===== config.mk =====
export PLATFORM = sky130hd
export DESIGN_NAME = fetch_frontend
export DESIGN_NICKNAME = d
export VERILOG_FILES = /design/src/logic/fetch_types_pkg.sv /design/src/logic/redirect_pkg.sv /design/src/logic/fetch_frontend.sv /design/src/logic/fetch_queue.sv /design/src/logic/npc_select.sv /design/src/logic/thread_context.sv /design/src/logic/thread_sched.sv
export VERILOG_INCLUDE_DIRS = /design/src /design/src/logic
export SDC_FILE = /design/constraint.sdc
export NUM_CORES = 1
export LEC_CHECK = 0
export ABC_AREA = 0
export BUFFER_PORTS_ARGS = -buffer_cell sky130_fd_sc_hd__clkbuf_2
export CAP_MARGIN = 20
export CORE_ASPECT_RATIO = 1.4
export CORE_MARGIN = 1.5
export CORE_UTILIZATION = 55
export DETAILED_ROUTE_END_ITERATION = 8
export PLACE_DENSITY = 0.83
export SETUP_SLACK_MARGIN = 0.1
export SLEW_MARGIN = 20
export SYNTH_ARGS = -nofsm -noshare
export SYNTH_HDL_FRONTEND = slang
export SYNTH_HIERARCHICAL = 1
export SYNTH_SLANG_ARGS = --single-unit

===== constraint.sdc =====
create_clock -name clk_i -period 4.2 [get_ports clk_i]
set_input_delay 0.42 -clock clk_i [delete_from_list [all_inputs] [get_ports clk_i]]
set_output_delay 0.42 -clock clk_i [all_outputs]
set_load 0.005 [all_outputs]

===== src/logic/fetch_macros.svh =====
`ifndef FETCH_MACROS_SVH
`define FETCH_MACROS_SVH

// ----------------------------------------
// frontend sizing
// ----------------------------------------

// virtual address width
`define FETCH_VLEN 32

// hardware threads and the width of a thread id
`define FETCH_NUM_THREADS 4
`define FETCH_TID_W 2

// fetch queue entries, also the number of credits
`define FETCH_QUEUE_DEPTH 4

// one 32-bit instruction per request
`define FETCH_INSTR_BYTES 4

`endif


===== src/logic/fetch_types_pkg.sv =====
`include "fetch_macros.svh"

package fetch_types_pkg;

  // ----------------------------------------
  // basic widths
  // ----------------------------------------
  typedef logic [`FETCH_VLEN-1:0] addr_t;
  typedef logic [31:0] instr_t;
  typedef logic [`FETCH_TID_W-1:0] tid_t;

  // a thread leaves READY only while it waits on an icache miss
  typedef enum logic {
    READY,
    STALLED_ICACHE
  } thread_status_e;

  // ----------------------------------------
  // icache link
  // ----------------------------------------
  typedef struct packed {
    logic  req;
    tid_t  tid;
    addr_t vaddr;
  } icache_req_t;

  // ready is a level, valid strobes once per returned request
  typedef struct packed {
    logic   ready;
    logic   valid;
    logic   fault;
    tid_t   tid;
    addr_t  vaddr;
    instr_t data;
  } icache_rsp_t;

  // ----------------------------------------
  // towards decode
  // ----------------------------------------
  typedef struct packed {
    tid_t   tid;
    addr_t  pc;
    instr_t instr;
    logic   fault;
  } fetch_entry_t;

endpackage


===== src/logic/redirect_pkg.sv =====
package redirect_pkg;

  import fetch_types_pkg::*;

  // ----------------------------------------
  // back-end control flow requests
  // ----------------------------------------

  // resolved branch from execute, only a mispredict redirects
  typedef struct packed {
    logic  valid;
    logic  mispredict;
    tid_t  tid;
    addr_t target;
  } branch_resolve_t;

  // return from exception
  typedef struct packed {
    logic  valid;
    tid_t  tid;
    addr_t epc;
  } eret_req_t;

  // exception or interrupt entry
  typedef struct packed {
    logic  valid;
    tid_t  tid;
    addr_t vector;
  } trap_req_t;

  // restart after the committed pc (fence, csr side effects)
  typedef struct packed {
    logic  valid;
    tid_t  tid;
    addr_t pc;
  } commit_req_t;

  // single pc write port into the thread context
  typedef struct packed {
    logic  en;
    tid_t  tid;
    addr_t value;
  } pc_write_t;

endpackage


===== src/logic/fetch_frontend.sv =====
`timescale 1ns/1ps
`include "fetch_macros.svh"

module fetch_frontend (
  input  logic                                            clk_i,
  input  logic                                            rst_ni,
  input  fetch_types_pkg::addr_t [`FETCH_NUM_THREADS-1:0] boot_addr_i,
  input  logic                                            flush_i,
  input  logic                                            halt_i,
  input  redirect_pkg::branch_resolve_t                   branch_i,
  input  redirect_pkg::eret_req_t                         eret_i,
  input  redirect_pkg::trap_req_t                         trap_i,
  input  redirect_pkg::commit_req_t                       commit_i,
  output fetch_types_pkg::icache_req_t                    icache_req_o,
  input  fetch_types_pkg::icache_rsp_t                    icache_rsp_i,
  output fetch_types_pkg::fetch_entry_t                   fetch_entry_o,
  output logic                                            fetch_entry_valid_o,
  input  logic                                            fetch_entry_ready_i
);

  import fetch_types_pkg::*;
  import redirect_pkg::*;

  addr_t                                   cur_pc;
  tid_t                                    cur_tid;
  logic                                    req;
  logic                                    accept;
  logic                                    has_credit;
  logic                                    boot_load;
  pc_write_t                               pc_write;
  thread_status_e [`FETCH_NUM_THREADS-1:0] status;
  logic                                    status_we;
  tid_t                                    status_tid;
  thread_status_e                          status_val;

  // ----------------------------------------
  // icache request
  // ----------------------------------------
  assign accept             = req && icache_rsp_i.ready;
  assign icache_req_o.req   = req;
  assign icache_req_o.tid   = cur_tid;
  assign icache_req_o.vaddr = cur_pc;

  thread_context i_thread_context (
    .clk_i        (clk_i),
    .rst_ni       (rst_ni),
    .boot_addr_i  (boot_addr_i),
    .pc_write_i   (pc_write),
    .status_we_i  (status_we),
    .status_tid_i (status_tid),
    .status_val_i (status_val),
    .rd_tid_i     (cur_tid),
    .pc_o         (cur_pc),
    .status_o     (status),
    .boot_load_o  (boot_load)
  );

  thread_sched i_thread_sched (
    .clk_i          (clk_i),
    .rst_ni         (rst_ni),
    .has_credit_i   (has_credit),
    .halt_i         (halt_i),
    .flush_i        (flush_i),
    .boot_load_i    (boot_load),
    .status_i       (status),
    .icache_ready_i (icache_rsp_i.ready),
    .cur_tid_o      (cur_tid),
    .req_o          (req),
    .status_we_o    (status_we),
    .status_tid_o   (status_tid),
    .status_val_o   (status_val)
  );

  npc_select i_npc_select (
    .branch_i   (branch_i),
    .eret_i     (eret_i),
    .trap_i     (trap_i),
    .commit_i   (commit_i),
    .halt_i     (halt_i),
    .accept_i   (accept),
    .cur_tid_i  (cur_tid),
    .cur_pc_i   (cur_pc),
    .pc_write_o (pc_write)
  );

  fetch_queue i_fetch_queue (
    .clk_i               (clk_i),
    .rst_ni              (rst_ni),
    .flush_i             (flush_i),
    .accept_i            (accept),
    .rsp_i               (icache_rsp_i),
    .has_credit_o        (has_credit),
    .fetch_entry_o       (fetch_entry_o),
    .fetch_entry_valid_o (fetch_entry_valid_o),
    .fetch_entry_ready_i (fetch_entry_ready_i)
  );

endmodule


===== src/logic/fetch_queue.sv =====
`timescale 1ns/1ps
`include "fetch_macros.svh"

module fetch_queue (
  input  logic                          clk_i,
  input  logic                          rst_ni,
  input  logic                          flush_i,
  input  logic                          accept_i,
  input  fetch_types_pkg::icache_rsp_t  rsp_i,
  output logic                          has_credit_o,
  output fetch_types_pkg::fetch_entry_t fetch_entry_o,
  output logic                          fetch_entry_valid_o,
  input  logic                          fetch_entry_ready_i
);

  import fetch_types_pkg::*;

  localparam int unsigned depth = `FETCH_QUEUE_DEPTH;
  localparam int unsigned ptr_w = $clog2(depth);
  localparam int unsigned cnt_w = $clog2(depth + 1);

  typedef logic [ptr_w-1:0] ptr_t;
  typedef logic [cnt_w-1:0] cnt_t;
  typedef logic [cnt_w:0]   sum_t;

  fetch_entry_t mem_q [depth];
  ptr_t         wr_ptr_q;
  ptr_t         rd_ptr_q;
  cnt_t         count_q;
  cnt_t         out_q;
  cnt_t         drop_q;
  cnt_t         out_next;
  logic         push;
  logic         pop;
  logic         dropping;

  // responses to requests issued before a flush are thrown away
  assign dropping = rsp_i.valid && (drop_q != '0);
  assign push     = rsp_i.valid && (drop_q == '0) && !flush_i;
  assign pop      = fetch_entry_valid_o && fetch_entry_ready_i;

  // requests in flight after this edge
  assign out_next = out_q + cnt_t'(accept_i) - cnt_t'(rsp_i.valid);

  // stored plus in-flight never exceeds the queue size
  assign has_credit_o = (sum_t'(count_q) + sum_t'(out_q)) < sum_t'(depth);

  // ----------------------------------------
  // storage
  // ----------------------------------------
  always_ff @(posedge clk_i) begin
    if (push) begin
      mem_q[wr_ptr_q] <= '{
        tid:   rsp_i.tid,
        pc:    rsp_i.vaddr,
        instr: rsp_i.data,
        fault: rsp_i.fault
      };
    end
  end

  // ----------------------------------------
  // pointers and counters
  // ----------------------------------------
  always_ff @(posedge clk_i or negedge rst_ni) begin
    if (!rst_ni) begin
      wr_ptr_q <= '0;
      rd_ptr_q <= '0;
      count_q  <= '0;
      out_q    <= '0;
      drop_q   <= '0;
    end else begin
      out_q <= out_next;
      if (flush_i) begin
        wr_ptr_q <= '0;
        rd_ptr_q <= '0;
        count_q  <= '0;
        drop_q   <= out_next;
      end else begin
        if (push) begin
          wr_ptr_q <= wr_ptr_q + ptr_t'(1);
        end
        if (pop) begin
          rd_ptr_q <= rd_ptr_q + ptr_t'(1);
        end
        count_q <= count_q + cnt_t'(push) - cnt_t'(pop);
        if (dropping) begin
          drop_q <= drop_q - cnt_t'(1);
        end
      end
    end
  end

  assign fetch_entry_valid_o = (count_q != '0);
  assign fetch_entry_o       = mem_q[rd_ptr_q];

  // credits given to the scheduler must keep the queue from filling past depth
  a_no_overflow: assert property (@(posedge clk_i) disable iff (!rst_ni)
    push |-> count_q < cnt_t'(depth))
    else $error("fetch queue overflow");

  // the cache only answers requests it accepted earlier
  a_rsp_expected: assert property (@(posedge clk_i) disable iff (!rst_ni)
    rsp_i.valid |-> out_q != '0)
    else $error("icache response without an outstanding request");

endmodule


===== src/logic/npc_select.sv =====
`timescale 1ns/1ps
`include "fetch_macros.svh"

module npc_select (
  input  redirect_pkg::branch_resolve_t branch_i,
  input  redirect_pkg::eret_req_t       eret_i,
  input  redirect_pkg::trap_req_t       trap_i,
  input  redirect_pkg::commit_req_t     commit_i,
  input  logic                          halt_i,
  input  logic                          accept_i,
  input  fetch_types_pkg::tid_t         cur_tid_i,
  input  fetch_types_pkg::addr_t        cur_pc_i,
  output redirect_pkg::pc_write_t       pc_write_o
);

  import fetch_types_pkg::*;

  localparam addr_t pc_step = addr_t'(`FETCH_INSTR_BYTES);

  // ----------------------------------------
  // one pc write per cycle
  // ----------------------------------------
  // back-end redirects beat the sequential advance, and any of them
  // swallows the advance of an accepted request in the same cycle
  always_comb begin
    pc_write_o.en    = 1'b0;
    pc_write_o.tid   = cur_tid_i;
    pc_write_o.value = cur_pc_i + pc_step;
    if (branch_i.valid && branch_i.mispredict) begin
      pc_write_o.en    = 1'b1;
      pc_write_o.tid   = branch_i.tid;
      pc_write_o.value = branch_i.target;
    end else if (eret_i.valid) begin
      pc_write_o.en    = 1'b1;
      pc_write_o.tid   = eret_i.tid;
      pc_write_o.value = eret_i.epc;
    end else if (trap_i.valid) begin
      pc_write_o.en    = 1'b1;
      pc_write_o.tid   = trap_i.tid;
      pc_write_o.value = trap_i.vector;
    end else if (commit_i.valid) begin
      // halted core restarts on the committed instruction itself
      pc_write_o.en    = 1'b1;
      pc_write_o.tid   = commit_i.tid;
      pc_write_o.value = commit_i.pc + (halt_i ? addr_t'(0) : pc_step);
    end else if (accept_i) begin
      pc_write_o.en = 1'b1;
    end
  end

endmodule


===== src/logic/thread_context.sv =====
`timescale 1ns/1ps
`include "fetch_macros.svh"

module thread_context (
  input  logic                                                   clk_i,
  input  logic                                                   rst_ni,
  input  fetch_types_pkg::addr_t [`FETCH_NUM_THREADS-1:0]        boot_addr_i,
  input  redirect_pkg::pc_write_t                                pc_write_i,
  input  logic                                                   status_we_i,
  input  fetch_types_pkg::tid_t                                  status_tid_i,
  input  fetch_types_pkg::thread_status_e                        status_val_i,
  input  fetch_types_pkg::tid_t                                  rd_tid_i,
  output fetch_types_pkg::addr_t                                 pc_o,
  output fetch_types_pkg::thread_status_e [`FETCH_NUM_THREADS-1:0] status_o,
  output logic                                                   boot_load_o
);

  import fetch_types_pkg::*;

  addr_t          [`FETCH_NUM_THREADS-1:0] pc_q;
  thread_status_e [`FETCH_NUM_THREADS-1:0] status_q;
  logic                                    boot_load_q;
  logic                                    status_clash;

  // scheduler update loses against a pc write to the same thread
  assign status_clash = pc_write_i.en && (pc_write_i.tid == status_tid_i);

  // ----------------------------------------
  // pc registers
  // ----------------------------------------
  always_ff @(posedge clk_i) begin
    if (boot_load_q) begin
      pc_q <= boot_addr_i;
    end else if (pc_write_i.en) begin
      pc_q[pc_write_i.tid] <= pc_write_i.value;
    end
  end

  // ----------------------------------------
  // status and boot flag
  // ----------------------------------------
  always_ff @(posedge clk_i or negedge rst_ni) begin
    if (!rst_ni) begin
      boot_load_q <= 1'b1;
      for (int i = 0; i < `FETCH_NUM_THREADS; i++) begin
        status_q[i] <= READY;
      end
    end else begin
      boot_load_q <= 1'b0;
      if (!boot_load_q) begin
        // any redirect or advance releases the thread
        if (pc_write_i.en) begin
          status_q[pc_write_i.tid] <= READY;
        end
        if (status_we_i && !status_clash) begin
          status_q[status_tid_i] <= status_val_i;
        end
      end
    end
  end

  assign pc_o        = pc_q[rd_tid_i];
  assign status_o    = status_q;
  assign boot_load_o = boot_load_q;

  // whatever source wrote it, the stored pc stays on an instruction boundary
  a_pc_aligned: assert property (@(posedge clk_i) disable iff (!rst_ni)
    pc_write_i.en && !boot_load_q
    |=> (pc_q[$past(pc_write_i.tid)] % `FETCH_INSTR_BYTES) == 0)
    else $error("misaligned pc stored for a thread");

endmodule


===== src/logic/thread_sched.sv =====
`timescale 1ns/1ps
`include "fetch_macros.svh"

module thread_sched (
  input  logic                                                     clk_i,
  input  logic                                                     rst_ni,
  input  logic                                                     has_credit_i,
  input  logic                                                     halt_i,
  input  logic                                                     flush_i,
  input  logic                                                     boot_load_i,
  input  fetch_types_pkg::thread_status_e [`FETCH_NUM_THREADS-1:0] status_i,
  input  logic                                                     icache_ready_i,
  output fetch_types_pkg::tid_t                                    cur_tid_o,
  output logic                                                     req_o,
  output logic                                                     status_we_o,
  output fetch_types_pkg::tid_t                                    status_tid_o,
  output fetch_types_pkg::thread_status_e                          status_val_o
);

  import fetch_types_pkg::*;

  tid_t cur_tid_q;
  tid_t cur_tid_d;
  tid_t stalled_tid_q;
  tid_t stalled_tid_d;
  logic pending_q;
  logic pending_d;
  logic advance;

  // no fetch while the pcs load after reset
  assign advance   = has_credit_i && !halt_i && !boot_load_i;
  assign req_o     = advance && (status_i[cur_tid_q] == READY);
  assign cur_tid_o = cur_tid_q;

  // ----------------------------------------
  // round robin from current + 1
  // ----------------------------------------
  always_comb begin : pick_next
    tid_t cand;
    cur_tid_d = cur_tid_q;
    cand      = cur_tid_q;
    // walk downwards so the nearest ready thread is the last one kept
    if (advance) begin
      for (int i = `FETCH_NUM_THREADS - 1; i >= 1; i--) begin
        cand = cur_tid_q + tid_t'(i);
        if (status_i[cand] == READY) begin
          cur_tid_d = cand;
        end
      end
    end
  end

  // ----------------------------------------
  // single pending icache miss
  // ----------------------------------------
  always_comb begin : stall_track
    status_we_o   = 1'b0;
    status_tid_o  = cur_tid_q;
    status_val_o  = READY;
    pending_d     = pending_q;
    stalled_tid_d = stalled_tid_q;
    if (flush_i) begin
      // flush drops the tracking and lets the waiting thread go
      pending_d = 1'b0;
      if (pending_q) begin
        status_we_o  = 1'b1;
        status_tid_o = stalled_tid_q;
      end
    end else if (pending_q) begin
      if (icache_ready_i) begin
        status_we_o  = 1'b1;
        status_tid_o = stalled_tid_q;
        pending_d    = 1'b0;
      end
    end else if (req_o && !icache_ready_i) begin
      status_we_o   = 1'b1;
      status_val_o  = STALLED_ICACHE;
      pending_d     = 1'b1;
      stalled_tid_d = cur_tid_q;
    end
  end

  always_ff @(posedge clk_i or negedge rst_ni) begin
    if (!rst_ni) begin
      cur_tid_q     <= '0;
      stalled_tid_q <= '0;
      pending_q     <= 1'b0;
    end else begin
      cur_tid_q     <= cur_tid_d;
      stalled_tid_q <= stalled_tid_d;
      pending_q     <= pending_d;
    end
  end

endmodule


==> impl_metrics.env <==
export IMPL_finalCritPeriodShare_pct=86.7
export IMPL_nFillCells=2524
export IMPL_report_power_total_mw=12.3
export IMPL_clock_sinks=419
export IMPL_clock_latency_ps=540
export IMPL_initial_core_util_pct=55.9
export IMPL_viasPerCell=6.22
export IMPL_worst_ep_arrival_time_ps=4020
export IMPL_tightest_slew_ps=1040
export IMPL_place_gp_congestion=1.02
export IMPL_grt_start_max_net_pins=86
export IMPL_syn_area_um2=20000
export IMPL_hp_class="in -> reg"
export IMPL_postCtsSetupRepairBufs=0
export IMPL_reg2reg_from="i_thread_sched/cur_tid_o[1]"
export IMPL_synth_edff_count=396
export IMPL_cts_buffers=38
export IMPL_synth_cell_types=89
export IMPL_setup_viol=0
export IMPL_drive_above_1_share_pct=36.1
export IMPL_hold_ws_ps=96.1
export IMPL_io_pins=446
export IMPL_ant_nets=0
export IMPL_io_buffers=445
export IMPL_path_buf_inv=0
export IMPL_layout_nets=2227
export IMPL_yosys_warnings=6
export IMPL_die_w_um=164
export IMPL_startpoint_type="flip-flop"
export IMPL_ys_ff_latch=419
export IMPL_post_dp_hpwl_um=43300
export IMPL_grt_pass1_vias=14600
export IMPL_cts_tree="built"
export IMPL_rows=82
export IMPL_p_leak_nw=9.04
export IMPL_r2r_end="i_thread_context/pc_q[87]"
export IMPL_area_growth_pct=19.8
export IMPL_final_cell_mix="clkbuf_2 (445), edfxtp_1 (396), nand2_1 (196)"
export IMPL_wl_per_cell_um=25.5
export IMPL_rsz0062_at_grt="false"
export IMPL_min_period_ps=3640
export IMPL_ys_seq_area_share_pct=62.3
export IMPL_synth_cells=1430
export IMPL_fin_skew_ps=11.8
export IMPL_drt_iter0_markers=1634
export IMPL_final_common_cell="clkbuf_2"
export IMPL_finalHoldViolCount=0
export IMPL_fmax_mhz=275
export IMPL_core_area_um2=35800
export IMPL_clkTransAtPathRegs_ps=70
export IMPL_synth_nets=1791
export IMPL_worstSetupStartpoint="i_thread_sched/cur_tid_o[1]"
export IMPL_synth_area_per_cell_um2=14.0
export IMPL_cpMaxStageDelayCell="or4_1"
export IMPL_path_class="reg -> reg"
export IMPL_final_max_slew_viol_count=0
export IMPL_critPathMaxFanout=32
export IMPL_crit_chain="mux4_2 -> nand3_2 -> or4_1 -> or4_1 -> and3_1 -> a21oi_1 -> nand2b_1 -> o21ai_0"
export IMPL_antenna_found_initial=3
export IMPL_power_density_nw_per_um2=513
export IMPL_post_cts_resized=0
export IMPL_drcViolationCount=0
export IMPL_place_area_um2=22700
export IMPL_multi_input_area_um2=7020
export IMPL_final_area_um2=24000
export IMPL_die_h_um=229
export IMPL_grt_overflow=0
export IMPL_endpoint="i_thread_context/pc_q[87]"
export IMPL_seq_area_um2=12500
export IMPL_maxCapViolations=0
export IMPL_dr_pass1_iters=5
export IMPL_worstPathRequired_ps=4580
export IMPL_dieArea_um2=37600
export IMPL_finalSetupTns_ps=0
export IMPL_worst_path_stages=8
export IMPL_wirelength_um=60200
export IMPL_max_stage_delay_ps=830
export IMPL_worst_path_most_repeated_cell="or4_1"
export IMPL_htreeDepth=2
export IMPL_worstSetupEndpointType="flip-flop"
export IMPL_vias=14700
export IMPL_vdd_ir_drop_max_mv=0.398
export IMPL_cts_root_buffer="clkbuf_16"
export IMPL_cp_top_family="simple AND/OR/NAND/NOR gates"
export IMPL_rrSetupSlack_ps=560
export IMPL_maxSlewHeadroom_pct=30.6
export IMPL_grt_util_all_layers_pct=32.2
export IMPL_clk_path_buf_depth=3
export IMPL_ff2ff_path_depth=8
export IMPL_cts_hold_buffers=1
export IMPL_outcome="finished, final reports clean"
export IMPL_async_flop_share_pct=5.49
export IMPL_grt_pass1_wl_um=88400
export IMPL_synth_flop_cell="edfxtp_1"
Yosys cell counts (all sizes together), types with 4 or more instances:
cell type | n | share of area [%]
o31a | 10 | 0.45
xnor2 | 17 | 0.74
nand3 | 20 | 0.52
a221o | 5 | 0.25
a31oi | 5 | 0.16
o21a | 6 | 0.22
or4 | 13 | 0.53
or2 | 5 | 0.16
nor3 | 16 | 0.40
o21ai | 189 | 4.7
mux2i | 17 | 0.85
inv | 23 | 0.43
nor4 | 19 | 0.62
mux4 | 100 | 11
and2 | 7 | 0.22
o211ai | 9 | 0.34
or3 | 20 | 0.63
nand4 | 16 | 0.53
buf | 42 | 1.5
ha | 16 | 1.0
o22ai | 4 | 0.12
and3 | 11 | 0.35
clkbuf | 44 | 0.84
dfrtp | 22 | 2.7
a21oi | 32 | 0.80
a211o | 6 | 0.26
nor2 | 32 | 0.64
mux2 | 9 | 0.54
edfxtp | 396 | 59
nand2 | 196 | 3.7
xor2 | 17 | 0.74
nand2b | 43 | 1.3
state kept, by name (all words and copies together), names as in the netlist, 3 cells and up:
register                   cells
i_fetch_queue/drop_q           3
i_thread_context/status_o      4
i_fetch_queue/out_q            3
i_fetch_queue/count_q          3
i_thread_context/pc_q        128
i_fetch_queue/mem_q          268
per-layer routing:
metal,global-route usage (%),vias up,wire (µm)
met2,54.3,995,29700
met3,6.50,193,6070
met1,38.1,7030,20600
met5,0,-,13
li1,-,6449,-
met4,18.1,2,3790
how the worst min path moves through the flow:
stage	from	endpoint	slack (ps)	cells past startpoint
floorplan	rst_ni	i_fetch_queue/count_q[0]	120	0
global placement	rst_ni	i_fetch_queue/count_q[0]	460	1
detailed placement	rst_ni	i_fetch_queue/count_q[0]	450	1
CTS	icache_rsp_i[24]	i_fetch_queue/mem_q[0][25]	80	1
global route	icache_rsp_i[31]	i_fetch_queue/mem_q[1][32]	80	1
finish	icache_rsp_i[13]	i_fetch_queue/mem_q[3][14]	100	1
power breakdown:
part	internal [mW]	switching, mW	total, mW
clock	2.03	1.51	3.53
sequential	4.94	0.338	5.28
combinational	1.63	1.85	3.49
total	8.60	3.70	12.3
final cells by class:
type	instances	area share, %
antenna	2	0.0209
clock buffer	43	4.13
clock inverter	27	1.23
inverter	25	0.391
multi-input combinational	900	29.3
sequential	419	52.0
tap	462	2.41
timing repair buffer	482	10.5
cells by family (layout without fill, tap and decap cells):
family | count (synthesis) | after routing | synth area share, %
DFF | 419 | 419 | 62.3
and+or+nand+nor | 419 | 419 | 10.7
AOI/OAI and AO/OA | 302 | 302 | 8.90
muxes | 126 | 126 | 12.6
buffers and inverters | 111 | 577 | 2.77
xor gates and xnor gates | 34 | 34 | 1.49
adders and majority gates | 18 | 18 | 1.20
other | 1 | 3 | 0.0187
per-stage QoR:
| step | utilization [%] | std cells | setup slack, ps |
|---|---|---|---|
| final | 67.0 | 2360 | 557 |
| after floorplan | - | 1430 | 1020 |
| after global placement | 63.3 | 2287 | 627 |
| after detailed placement | 63.3 | 2287 | 546 |
| after global routing | 67.0 | 2360 | 329 |
| after CTS | 66.9 | 2358 | 538 |
No activity file was read; power rests on OpenSTA's default activity.
